===== src/rename_macros.svh =====
`ifndef RENAME_MACROS_SVH
`define RENAME_MACROS_SVH

// Architectural register file geometry.
`define REG_NUM     32
`define REG_IDX_W   5

// Width of one data word.
`define DATA_W      32

// Reorder buffer geometry. A tag is the entry index.
`define ROB_DEPTH   8
`define ROB_TAG_W   3

`endif


===== src/renamePkg.sv =====
`default_nettype none
`include "rename_macros.svh"

package renamePkg;

    // Decoded instruction as it comes in for rename.
    typedef struct packed {
        logic [6:0]            opcode;
        logic [31:0]           pc;
        logic [31:0]           imm;
        logic [`REG_IDX_W-1:0] rs1;
        logic [`REG_IDX_W-1:0] rs2;
        logic [`REG_IDX_W-1:0] rd;
        logic                  writesRd;
    } issueT;

    // When busy is set the value is stale and tag names the producer.
    typedef struct packed {
        logic                  busy;
        logic [`ROB_TAG_W-1:0] tag;
        logic [`DATA_W-1:0]    value;
    } operandT;

    typedef struct packed {
        logic [6:0]            opcode;
        logic [31:0]           pc;
        logic [31:0]           imm;
        logic [`REG_IDX_W-1:0] rd;
        logic                  writesRd;
        logic [`ROB_TAG_W-1:0] tag;
        operandT               rs1;
        operandT               rs2;
    } dispatchT;

    typedef struct packed {
        logic [`ROB_TAG_W-1:0] tag;
        logic [`DATA_W-1:0]    data;
    } writebackT;

    typedef struct packed {
        logic [`REG_IDX_W-1:0] rd;
        logic                  writesRd;
        logic [`ROB_TAG_W-1:0] tag;
        logic [`DATA_W-1:0]    data;
    } commitT;

    typedef enum logic [1:0] {
        Run,
        Full,
        Flush
    } ctrlStateT;

endpackage

`default_nettype wire


===== src/dispatchControl.sv =====
`default_nettype none
`include "rename_macros.svh"

module dispatchControl (
    input  wire                 clk,
    input  wire                 rst,
    input  wire                 issueEn,
    input  wire                 flush,
    input  wire                 headDone,
    input  wire [`ROB_TAG_W:0]  count,
    output logic                issueReady,
    output logic                allocEn,
    output logic                commitEn,
    output logic                flushNow
);

    renamePkg::ctrlStateT state;
    renamePkg::ctrlStateT nextState;

    assign flushNow = (state == renamePkg::Flush);

    // An incoming flush strobe blocks issue and commit in the same cycle.
    assign issueReady = (state == renamePkg::Run) && (count != `ROB_DEPTH) && !flush;
    assign allocEn    = issueEn && issueReady;
    assign commitEn   = (count != '0) && headDone && !flushNow && !flush;

    always_comb begin
        nextState = state;
        case (state)
            renamePkg::Run: begin
                if (allocEn && !commitEn && (count == `ROB_DEPTH - 1)) begin
                    nextState = renamePkg::Full;
                end
            end
            renamePkg::Full: begin
                if (commitEn) begin
                    nextState = renamePkg::Run;
                end
            end
            default: nextState = renamePkg::Run;
        endcase
        if (flush) begin
            nextState = renamePkg::Flush;
        end
    end

    always_ff @(posedge clk) begin
        if (rst) begin
            state <= renamePkg::Run;
        end else begin
            state <= nextState;
        end
    end

endmodule

`default_nettype wire


===== src/regFile.sv =====
`default_nettype none
`include "rename_macros.svh"

module regFile (
    input  wire                       clk,
    input  wire                       rst,
    input  wire                       allocEn,
    input  wire  [`ROB_TAG_W-1:0]     allocTag,
    input  wire  renamePkg::issueT    issue,
    input  wire                       commitEn,
    input  wire  renamePkg::commitT   commit,
    input  wire                       flushNow,
    output logic                      dispatchEn,
    output renamePkg::dispatchT       dispatch
);

    logic [`DATA_W-1:0]    regValue [`REG_NUM];
    logic [`ROB_TAG_W-1:0] regTag   [`REG_NUM];
    logic [`REG_NUM-1:0]   regBusy;

    logic               commitWrite;
    logic               renameWrite;
    renamePkg::operandT rs1Read;
    renamePkg::operandT rs2Read;

    // x0 is hardwired, so it is neither written nor renamed.
    assign commitWrite = commitEn && commit.writesRd && (commit.rd != '0);
    assign renameWrite = allocEn && issue.writesRd && (issue.rd != '0);

    // Reads see a commit landing in the same cycle. The busy bit only drops
    // if the committing tag is still the one recorded for the register.
    function automatic renamePkg::operandT readOperand(
        input logic [`REG_IDX_W-1:0] idx
    );
        renamePkg::operandT op;
        op.value = regValue[idx];
        op.busy  = regBusy[idx];
        op.tag   = regTag[idx];
        if (commitWrite && (commit.rd == idx)) begin
            op.value = commit.data;
            if (regTag[idx] == commit.tag) begin
                op.busy = 1'b0;
            end
        end
        return op;
    endfunction

    always_comb begin
        rs1Read = readOperand(issue.rs1);
        rs2Read = readOperand(issue.rs2);
    end

    // A rename in the same cycle as a commit to the same register must win,
    // so it is assigned after the commit update. Flush overrides both.
    always_ff @(posedge clk) begin
        if (rst) begin
            for (int i = 0; i < `REG_NUM; i++) begin
                regValue[i] <= '0;
                regTag[i]   <= '0;
            end
            regBusy <= '0;
        end else begin
            if (commitWrite) begin
                regValue[commit.rd] <= commit.data;
                if (regTag[commit.rd] == commit.tag) begin
                    regBusy[commit.rd] <= 1'b0;
                end
            end
            if (renameWrite) begin
                regBusy[issue.rd] <= 1'b1;
                regTag[issue.rd]  <= allocTag;
            end
            if (flushNow) begin
                regBusy <= '0;
            end
        end
    end

    always_ff @(posedge clk) begin
        if (rst) begin
            dispatchEn <= 1'b0;
        end else begin
            dispatchEn <= allocEn;
        end
    end

    always_ff @(posedge clk) begin
        if (allocEn) begin
            dispatch.opcode   <= issue.opcode;
            dispatch.pc       <= issue.pc;
            dispatch.imm      <= issue.imm;
            dispatch.rd       <= issue.rd;
            dispatch.writesRd <= issue.writesRd;
            dispatch.tag      <= allocTag;
            dispatch.rs1      <= rs1Read;
            dispatch.rs2      <= rs2Read;
        end
    end

endmodule

`default_nettype wire


===== src/renameTop.sv =====
`default_nettype none
`include "rename_macros.svh"

module renameTop (
    input  wire                          clk,
    input  wire                          rst,
    input  wire                          issueEn,
    input  wire  renamePkg::issueT       issue,
    output logic                         issueReady,
    output logic                         dispatchEn,
    output renamePkg::dispatchT          dispatch,
    input  wire                          wbEn,
    input  wire  renamePkg::writebackT   wb,
    output logic                         commitEn,
    output renamePkg::commitT            commit,
    input  wire                          flush
);

    logic                  allocEn;
    logic                  flushNow;
    logic                  headDone;
    logic [`ROB_TAG_W-1:0] tailIdx;
    logic [`ROB_TAG_W-1:0] headIdx;
    logic [`ROB_TAG_W:0]   count;

    dispatchControl control (
        .clk        (clk),
        .rst        (rst),
        .issueEn    (issueEn),
        .flush      (flush),
        .headDone   (headDone),
        .count      (count),
        .issueReady (issueReady),
        .allocEn    (allocEn),
        .commitEn   (commitEn),
        .flushNow   (flushNow)
    );

    robPointers pointers (
        .clk      (clk),
        .rst      (rst),
        .allocEn  (allocEn),
        .commitEn (commitEn),
        .flushNow (flushNow),
        .tailIdx  (tailIdx),
        .headIdx  (headIdx),
        .count    (count)
    );

    // The head entry doubles as the commit payload.
    robBuffer rob (
        .clk       (clk),
        .allocEn   (allocEn),
        .tailIdx   (tailIdx),
        .issue     (issue),
        .wbEn      (wbEn),
        .wb        (wb),
        .headIdx   (headIdx),
        .headDone  (headDone),
        .headEntry (commit),
        .flushNow  (flushNow)
    );

    regFile regs (
        .clk        (clk),
        .rst        (rst),
        .allocEn    (allocEn),
        .allocTag   (tailIdx),
        .issue      (issue),
        .commitEn   (commitEn),
        .commit     (commit),
        .flushNow   (flushNow),
        .dispatchEn (dispatchEn),
        .dispatch   (dispatch)
    );

endmodule

`default_nettype wire


===== src/robBuffer.sv =====
`default_nettype none
`include "rename_macros.svh"

module robBuffer (
    input  wire                          clk,
    input  wire                          allocEn,
    input  wire  [`ROB_TAG_W-1:0]        tailIdx,
    input  wire  renamePkg::issueT       issue,
    input  wire                          wbEn,
    input  wire  renamePkg::writebackT   wb,
    input  wire  [`ROB_TAG_W-1:0]        headIdx,
    output logic                         headDone,
    output renamePkg::commitT            headEntry,
    input  wire                          flushNow
);

    logic [`REG_IDX_W-1:0] entryRd [`ROB_DEPTH];
    logic [`DATA_W-1:0]    entryData [`ROB_DEPTH];
    logic [`ROB_DEPTH-1:0] entryWritesRd;
    logic [`ROB_DEPTH-1:0] entryDone;

    // Destination info is captured at allocation time.
    always_ff @(posedge clk) begin
        if (allocEn) begin
            entryRd[tailIdx]       <= issue.rd;
            entryWritesRd[tailIdx] <= issue.writesRd;
        end
    end

    always_ff @(posedge clk) begin
        if (wbEn) begin
            entryData[wb.tag] <= wb.data;
        end
    end

    // A writeback always targets an in-flight entry, never the one being
    // allocated, so the two updates touch different bits.
    always_ff @(posedge clk) begin
        if (flushNow) begin
            entryDone <= '0;
        end else begin
            if (allocEn) begin
                entryDone[tailIdx] <= 1'b0;
            end
            if (wbEn) begin
                entryDone[wb.tag] <= 1'b1;
            end
        end
    end

    always_comb begin
        headDone           = entryDone[headIdx];
        headEntry.rd       = entryRd[headIdx];
        headEntry.writesRd = entryWritesRd[headIdx];
        headEntry.tag      = headIdx;
        headEntry.data     = entryData[headIdx];
    end

endmodule

`default_nettype wire


===== src/robPointers.sv =====
`default_nettype none
`include "rename_macros.svh"

module robPointers (
    input  wire                   clk,
    input  wire                   rst,
    input  wire                   allocEn,
    input  wire                   commitEn,
    input  wire                   flushNow,
    output logic [`ROB_TAG_W-1:0] tailIdx,
    output logic [`ROB_TAG_W-1:0] headIdx,
    output logic [`ROB_TAG_W:0]   count
);

    // Depth is a power of two, so both pointers wrap on overflow.
    always_ff @(posedge clk) begin
        if (rst || flushNow) begin
            tailIdx <= '0;
            headIdx <= '0;
            count   <= '0;
        end else begin
            if (allocEn) begin
                tailIdx <= tailIdx + 1'b1;
            end
            if (commitEn) begin
                headIdx <= headIdx + 1'b1;
            end
            // Allocate and commit in one cycle leave the count unchanged.
            case ({allocEn, commitEn})
                2'b10:   count <= count + 1'b1;
                2'b01:   count <= count - 1'b1;
                default: count <= count;
            endcase
        end
    end

endmodule

`default_nettype wire


===== config.mk =====
export PLATFORM = sky130hd
export DESIGN_NAME = renameTop
export DESIGN_NICKNAME = d
export VERILOG_FILES = /design/src/renamePkg.sv /design/src/dispatchControl.sv /design/src/regFile.sv /design/src/renameTop.sv /design/src/robBuffer.sv /design/src/robPointers.sv
export VERILOG_INCLUDE_DIRS = /design/src /design/src/src
export SDC_FILE = /design/constraint.sdc
export NUM_CORES = 2
export LEC_CHECK = 0
export BUFFER_PORTS_ARGS = -buffer_cell sky130_fd_sc_hd__buf_2
export CAP_MARGIN = 20
export CELL_PAD_IN_SITES_DETAIL_PLACEMENT = 1
export CELL_PAD_IN_SITES_GLOBAL_PLACEMENT = 2
export CORE_MARGIN = 4
export CORE_UTILIZATION = 50
export DETAILED_ROUTE_END_ITERATION = 12
export GPL_ROUTABILITY_DRIVEN = 0
export PLACE_DENSITY_LB_ADDON = 0.1
export SKIP_CTS_REPAIR_TIMING = 1
export SYNTH_ARGS = -nofsm -noshare
export SYNTH_HDL_FRONTEND = slang
export SYNTH_SLANG_ARGS = --single-unit

===== constraint.sdc =====
create_clock -name clk -period 22.4 [get_ports clk]
set_clock_uncertainty 0.05 [all_clocks]
set_input_delay 1.12 -clock clk [delete_from_list [all_inputs] [get_ports clk]]
set_output_delay 1.12 -clock clk [all_outputs]
set_load 0.02 [all_outputs]

Word-level counts from Yosys, hierarchy flattened
Memories as Yosys holds them, arrays and structs flattened. A register that Yosys moved wholly into a read port is not among the register bits.
Cells that the tools add are included.
{ "totals": {"ff_bits": 213, "latchBits": 0, "mem_bits_rw": 1416, "mem_bits_ro": 0, "output_inout_bits": 196, "n_memories": 4} }
{ "memory_table": {"columns": ["memory", "words", "width", "read_ports", "rd_ports_with_merged_regs", "write_ports", "line", "rtl"], "rows": [
  ["regs.regValue", 32, 32, 2, 0, 32, "regFile.sv:17", "logic [`DATA_W-1:0] regValue [`REG_NUM];"],
  ["rob.entryData", 8, 32, 1, 1, 1, "robBuffer.sv:18", "logic [`DATA_W-1:0] entryData [`ROB_DEPTH];"],
  ["regs.regTag", 32, 3, 3, 0, 32, "regFile.sv:18", "logic [`ROB_TAG_W-1:0] regTag [`REG_NUM];"],
  ["rob.entryRd", 8, 5, 1, 1, 1, "robBuffer.sv:17", "logic [`REG_IDX_W-1:0] entryRd [`ROB_DEPTH];"]
]} }
{ "op_classes": {"add_sub_neg": 4, "multipliers": 0, "n_div": 0, "order_cmp": 11, "n_eq_ne": 15, "n_shift": 0, "muxes": 57, "bitwise": 6, "n_reduce_logical": 33} }
{ "op_table": {"columns": ["cell", "count"], "rows": [
  ["two-way mux 32 bit", 7],
  ["bitwise AND 32 bit", 1],
  ["inverter 32 bit", 1],
  ["bitwise OR 32 bit", 1],
  ["OR reduction 32 bit", 1],
  ["two-way mux 1 bit", 26],
  ["less-than comparator 5 x 6 -> 1 bit (second input constant)", 4],
  ["two-way mux 8 bit", 3],
  ["logical AND 1 bit", 18],
  ["two-way mux 3 bit", 5],
  ["less-than comparator 3 x 4 -> 1 bit (second input constant)", 3],
  ["binary-select mux 1 bit (select 5 bit)", 2],
  ["demux 1 bit (select 5 bit)", 2],
  ["== test 5 bit", 2],
  ["greater-or-equal comparator 5 x 1 -> 1 bit (second input constant)", 2],
  ["two-way mux 5 bit", 2],
  ["nonzero test 5 bit", 2],
  ["== test 3 bit", 3],
  ["bitwise AND 8 bit", 1],
  ["bitwise mux 8 bit", 1],
  ["inverter 8 bit", 1],
  ["bitwise OR 8 bit", 1],
  ["case mux 4 bit (2 select lines)", 1],
  ["adder 3 x 1 -> 3 bit (second input constant)", 2],
  ["23 further kinds", 34]
]} }

Logic depth before layout (Yosys ltp)
{ "logic_depth": {"depth_word": 12, "ltp_mapped": 16, "mapped_depth_nobuf": 11} }

By module
Synthesis repeated with hierarchy kept, for this count alone.
{ "hier_totals": {"cells_unflattened": 4865, "area_unflattened_um2": 80394.6} }
{ "by_module_without_submodules": {"columns": ["mod", "instances", "cells_per_inst", "area_each_um2", "seq_area_each_um2"], "rows": [
  ["regFile", 1, 4300, 67748.7, 38857.3],
  ["robBuffer", 1, 498, 11985.2, 9288.9],
  ["robPointers", 1, 52, 506.7, 200.2],
  ["dispatchControl", 1, 15, 153.9, 40.0]
]} }

Worst setup path after synthesis
No wires, ideal clock.
{ "synth_timing": {"kind": "input to register", "start": "input flush", "end": "memory regs.regTag[10][0] (netlist bit) (enable)", "setup_ns": 0.295, "t_arrival_ns": 8.935, "slack_ns": 13.121, "stages": 7, "n_path_buf": 1, "path_cell_list": "a2111oi_0 -> nand2_1 -> inv_1 -> clkbuf_1 -> nand3_1 -> nor2_1 -> or2_2"} }
{ "synth_rtl": {"columns": ["item", "line", "rtl"], "rows": [
  ["from (decl)", "renameTop.sv:16", "input wire flush"],
  ["to (decl)", "regFile.sv:18", null]
]} }

==> metrics.md <==
| Metric | Value |
|---|---|
| Status | `completed` |
| Drt pass-1 iters | `5` |
| Commonest cells after routing, fill and taps aside | `edfxtp_1 (1576), nor2_1 (1206), mux4_2 (796)` |
| Largest net degree at the start of global routing | `between 100 and 150` |
| Total grt overflow | `0` |
| Initial antenna violation count | `11` |
| # fillers | `between 10k and 15k` |
| Footprint of the multi-input gates | `about 28000 µm²` |
| Fraction of layout cells with a size suffix above 1 | `roughly a third` |
| Post-synthesis mux area share | `between 20% and 30%` |
| Final core occ | `between 50 and 60%` |
| CP arrival | `between 5000 and 6000 ps` |
| Register area share after synthesis | `62.41%` |
| Final slew viol count | `0` |
| Xor/xnor share of the synthesized area | `less than 1%` |
| Clock buffer depth | `3` |
| Simple-gate area share of the yosys netlist | `roughly 7.8%` |
| Port bufs | `approximately 320` |
| Area Growth Syn to Fin | `12.84%` |
| Asr flop ratio synth | `0%` |
| Post-synth top area share | `approximately 61%` |
| CTS Buf Count | `between 150 and 200` |
| Adder-Cell Fraction of Synth Area | `less than 1%` |
| Largest area contributor in the synthesized netlist | `edfxtp_1` |
| Max-Cap Viols | `0` |
| Die area | `between 150000 and 200000 µm²` |
| Final setup fails | `0` |
| Worst Path Max Fanout | `61` |
| Synth cell types | `64` |
| Power Total | `about 7.0 mW` |
| Worst Tran Pin Value | `about 1200 ps` |
| Design area | `approximately 90000 µm²` |
| Synth Area in Compound Gates | `1.987%` |
| VDD IR max | `roughly 93 µV` |
| Number of placement rows | `between 100 and 150` |
| Type of origin of the critical path | `input pin` |
| DP Wirelength | `149.9 mm` |
| Clock-pin transition on the worst setup and hold timing paths | `60 ps` |
| Worst setup path class | `input pin to register` |
| Core Region | `154200 µm²` |
| Element type at the critical path end | `register` |
| Initial core utilization | `approximately half` |
| Final period util | `around 24%` |
| Vias in the first global route | `~50k` |
| NetSw | `1.684 mW` |
| Register area | `a little under 50000 µm²` |
| Clock Sinks | `1632` |
| Most common flop cell mapped by yosys | `edfxtp_1` |
| Post-route setup slack | `between 15000 and 20000 ps` |
| Root buffer selected by CTS | `clkbuf_16` |
| Clock Power Share | `41.0%` |
| Global-route total usage across every layer | `33.04%` |
| DRC errors left | `0` |
| Largest family of logic cells by synthesized area | `multiplexers` |
| Internal cell power | `about 5.3 mW` |
| DRT iter0 DRCs | `between 6k and 7k` |
| Yosys warnings | `0` |
| Die H | `402.0 µm` |
| Global-route wire length before repair | `378.2 mm` |
| Via count | `just under 50k` |
| I/O pin count | `323` |
| Setup_tns | `0 ps` |
| Sw frac | `24.03%` |
| Syn avg cell area | `around 16 µm²` |
| Mapped Area | `77630 µm²` |
| Maximum clock rate | `approximately 180 MHz` |
| Post-synth EDFFs | `approximately 1.6k` |
| Unrepaired setup endpoints after global routing | `no` |
| Slew headroom | `around 17%` |
| Commonest non-fill, non-tap cell in the layout | `edfxtp_1` |
| Tmin final | `5461 ps` |
| Placement Setup Slack | `15990 ps` |
| Overall routed net length | `266.3 mm` |
| CTS tree | `yes` |
| CTS H-tree lvls | `4` |
| Ranking of synthesized cells by area | `edfxtp_1 (61%), mux4_2 (23%), nor2_1 (5.9%)` |
| PwrDens | `around 80 nW/µm²` |
| Post-layout net count | `around 5.1k` |
| Cell count after synthesis | `about 4.8k` |
| Flops & latches, synth | `about 1.6k` |
| Hold crit path type | `register to register` |
| CP Data Required Time | `roughly 23000 ps` |
| Fin. Hold Viols | `0` |
| Leakage dissipation | `30.64 nW` |
| Area after DPL | `81910 µm²` |
| Post-route ant nets | `0` |
| Worst skew pair latency | `between 800 and 900 ps` |
| Comb pwr share | `8.9%` |
| Die width | `about 400 µm` |
| Sequential cell fraction of total power | `between 50 and 60%` |
| Via density | `6.778` |
| Wire per inst | `around 37 µm` |
[cells by family (layout without fill, tap and decap cells)]
logic type | count (synthesis) | count (layout)
xor+xnor | 23 | 23
fa+ha+maj | 7 | 7
other cells | 1 | 36
simple gates | 1481 | 1481
compound gates | 219 | 219
mux | 925 | 925
buf+inv | 505 | 821
flops | 1632 | 1632
[worst paths after layout]
kind	to	cells past startpoint	slack, ps	from
worst min-delay path	control.state[0]	1	400	control.state[1]
worst max register to register	regs.regBusy[18]	12	17060	register
worst min register to register	control.state[0]	1	400	control.state[1]
worst max-delay path	regs.dispatch[14]	9	16940	issue[6]
[critical path, stage by stage]
cell,delay (ps)
buf_8,580
buf_4,790
buf_4,770
buf_4,910
mux4_2,610
mux4_2,520
mux2_2,290
nor2_1,110
a21oi_1,60
[stage by stage]
stage / hold WS (ps) / instances
floorplan: 356.4 / 4827
global placement: 373.6 / 6858
detailed placement: 394.4 / 6859
CTS: 375.1 / 7183
global route: 400.8 / 7188
finish: 401.1 / 7188
[layer usage]
layer / track usage [%] / routed length [µm] / vias to the layer above
met2: 53.43 / 129000 / 3016
li1: - / - / 19117
met1: 44.66 / 100100 / 26013
met5: 0 / 27 / -
met4: 12.58 / 10790 / 4
met3: 6.872 / 26290 / 567
[state kept, by name, summed over array words and instances, names as in the netlist, named ones only]
register,flops
regs.regValue,1024
rob.entryData,256
regs.dispatch,152
regs.regTag,96
rob.entryRd,40
regs.regBusy,32
rob.entryDone,8
rob.entryWritesRd,8
pointers.count,4
pointers.headIdx,3
pointers.tailIdx,3
control.state,2
regs.dispatchEn,1
[area by class of cell]
| cell class | instances | share of cell area (%) |
|---|---|---|
| Inverter | 52 | 0.2371 |
| Tap cell | 2044 | 2.919 |
| Timing Repair Buffer | 445 | 3.008 |
| Antenna cell | 1 | 0.002857 |
| Clock inverter | 111 | 1.173 |
| Multi-Input combinational cell | 2690 | 32.09 |
| Sequential cell | 1632 | 55.32 |
| Clock buffer | 213 | 5.255 |
[power groups by stage]
stage	Clock, mW	Combinational (mW)	Sequential (mW)
floorplan	0	0.382	3.56
global placement	0	0.615	3.56
detailed placement	0	0.621	3.57
CTS	2.91	0.623	3.51
global route	3.04	0.651	3.52
finish	2.87	0.627	3.51
[synth_stat cells, types with 39 or more instances]
master	count
mux2i_1	86
nor2b_1	43
mux4_2	796
inv_1	47
buf_1	68
dfxtp_1	56
nand2_1	86
nor2_1	1211
edfxtp_1	1576
a21oi_1	86
mux2_2	39
clkbuf_1	356
(Power assumes the default switching activity.)
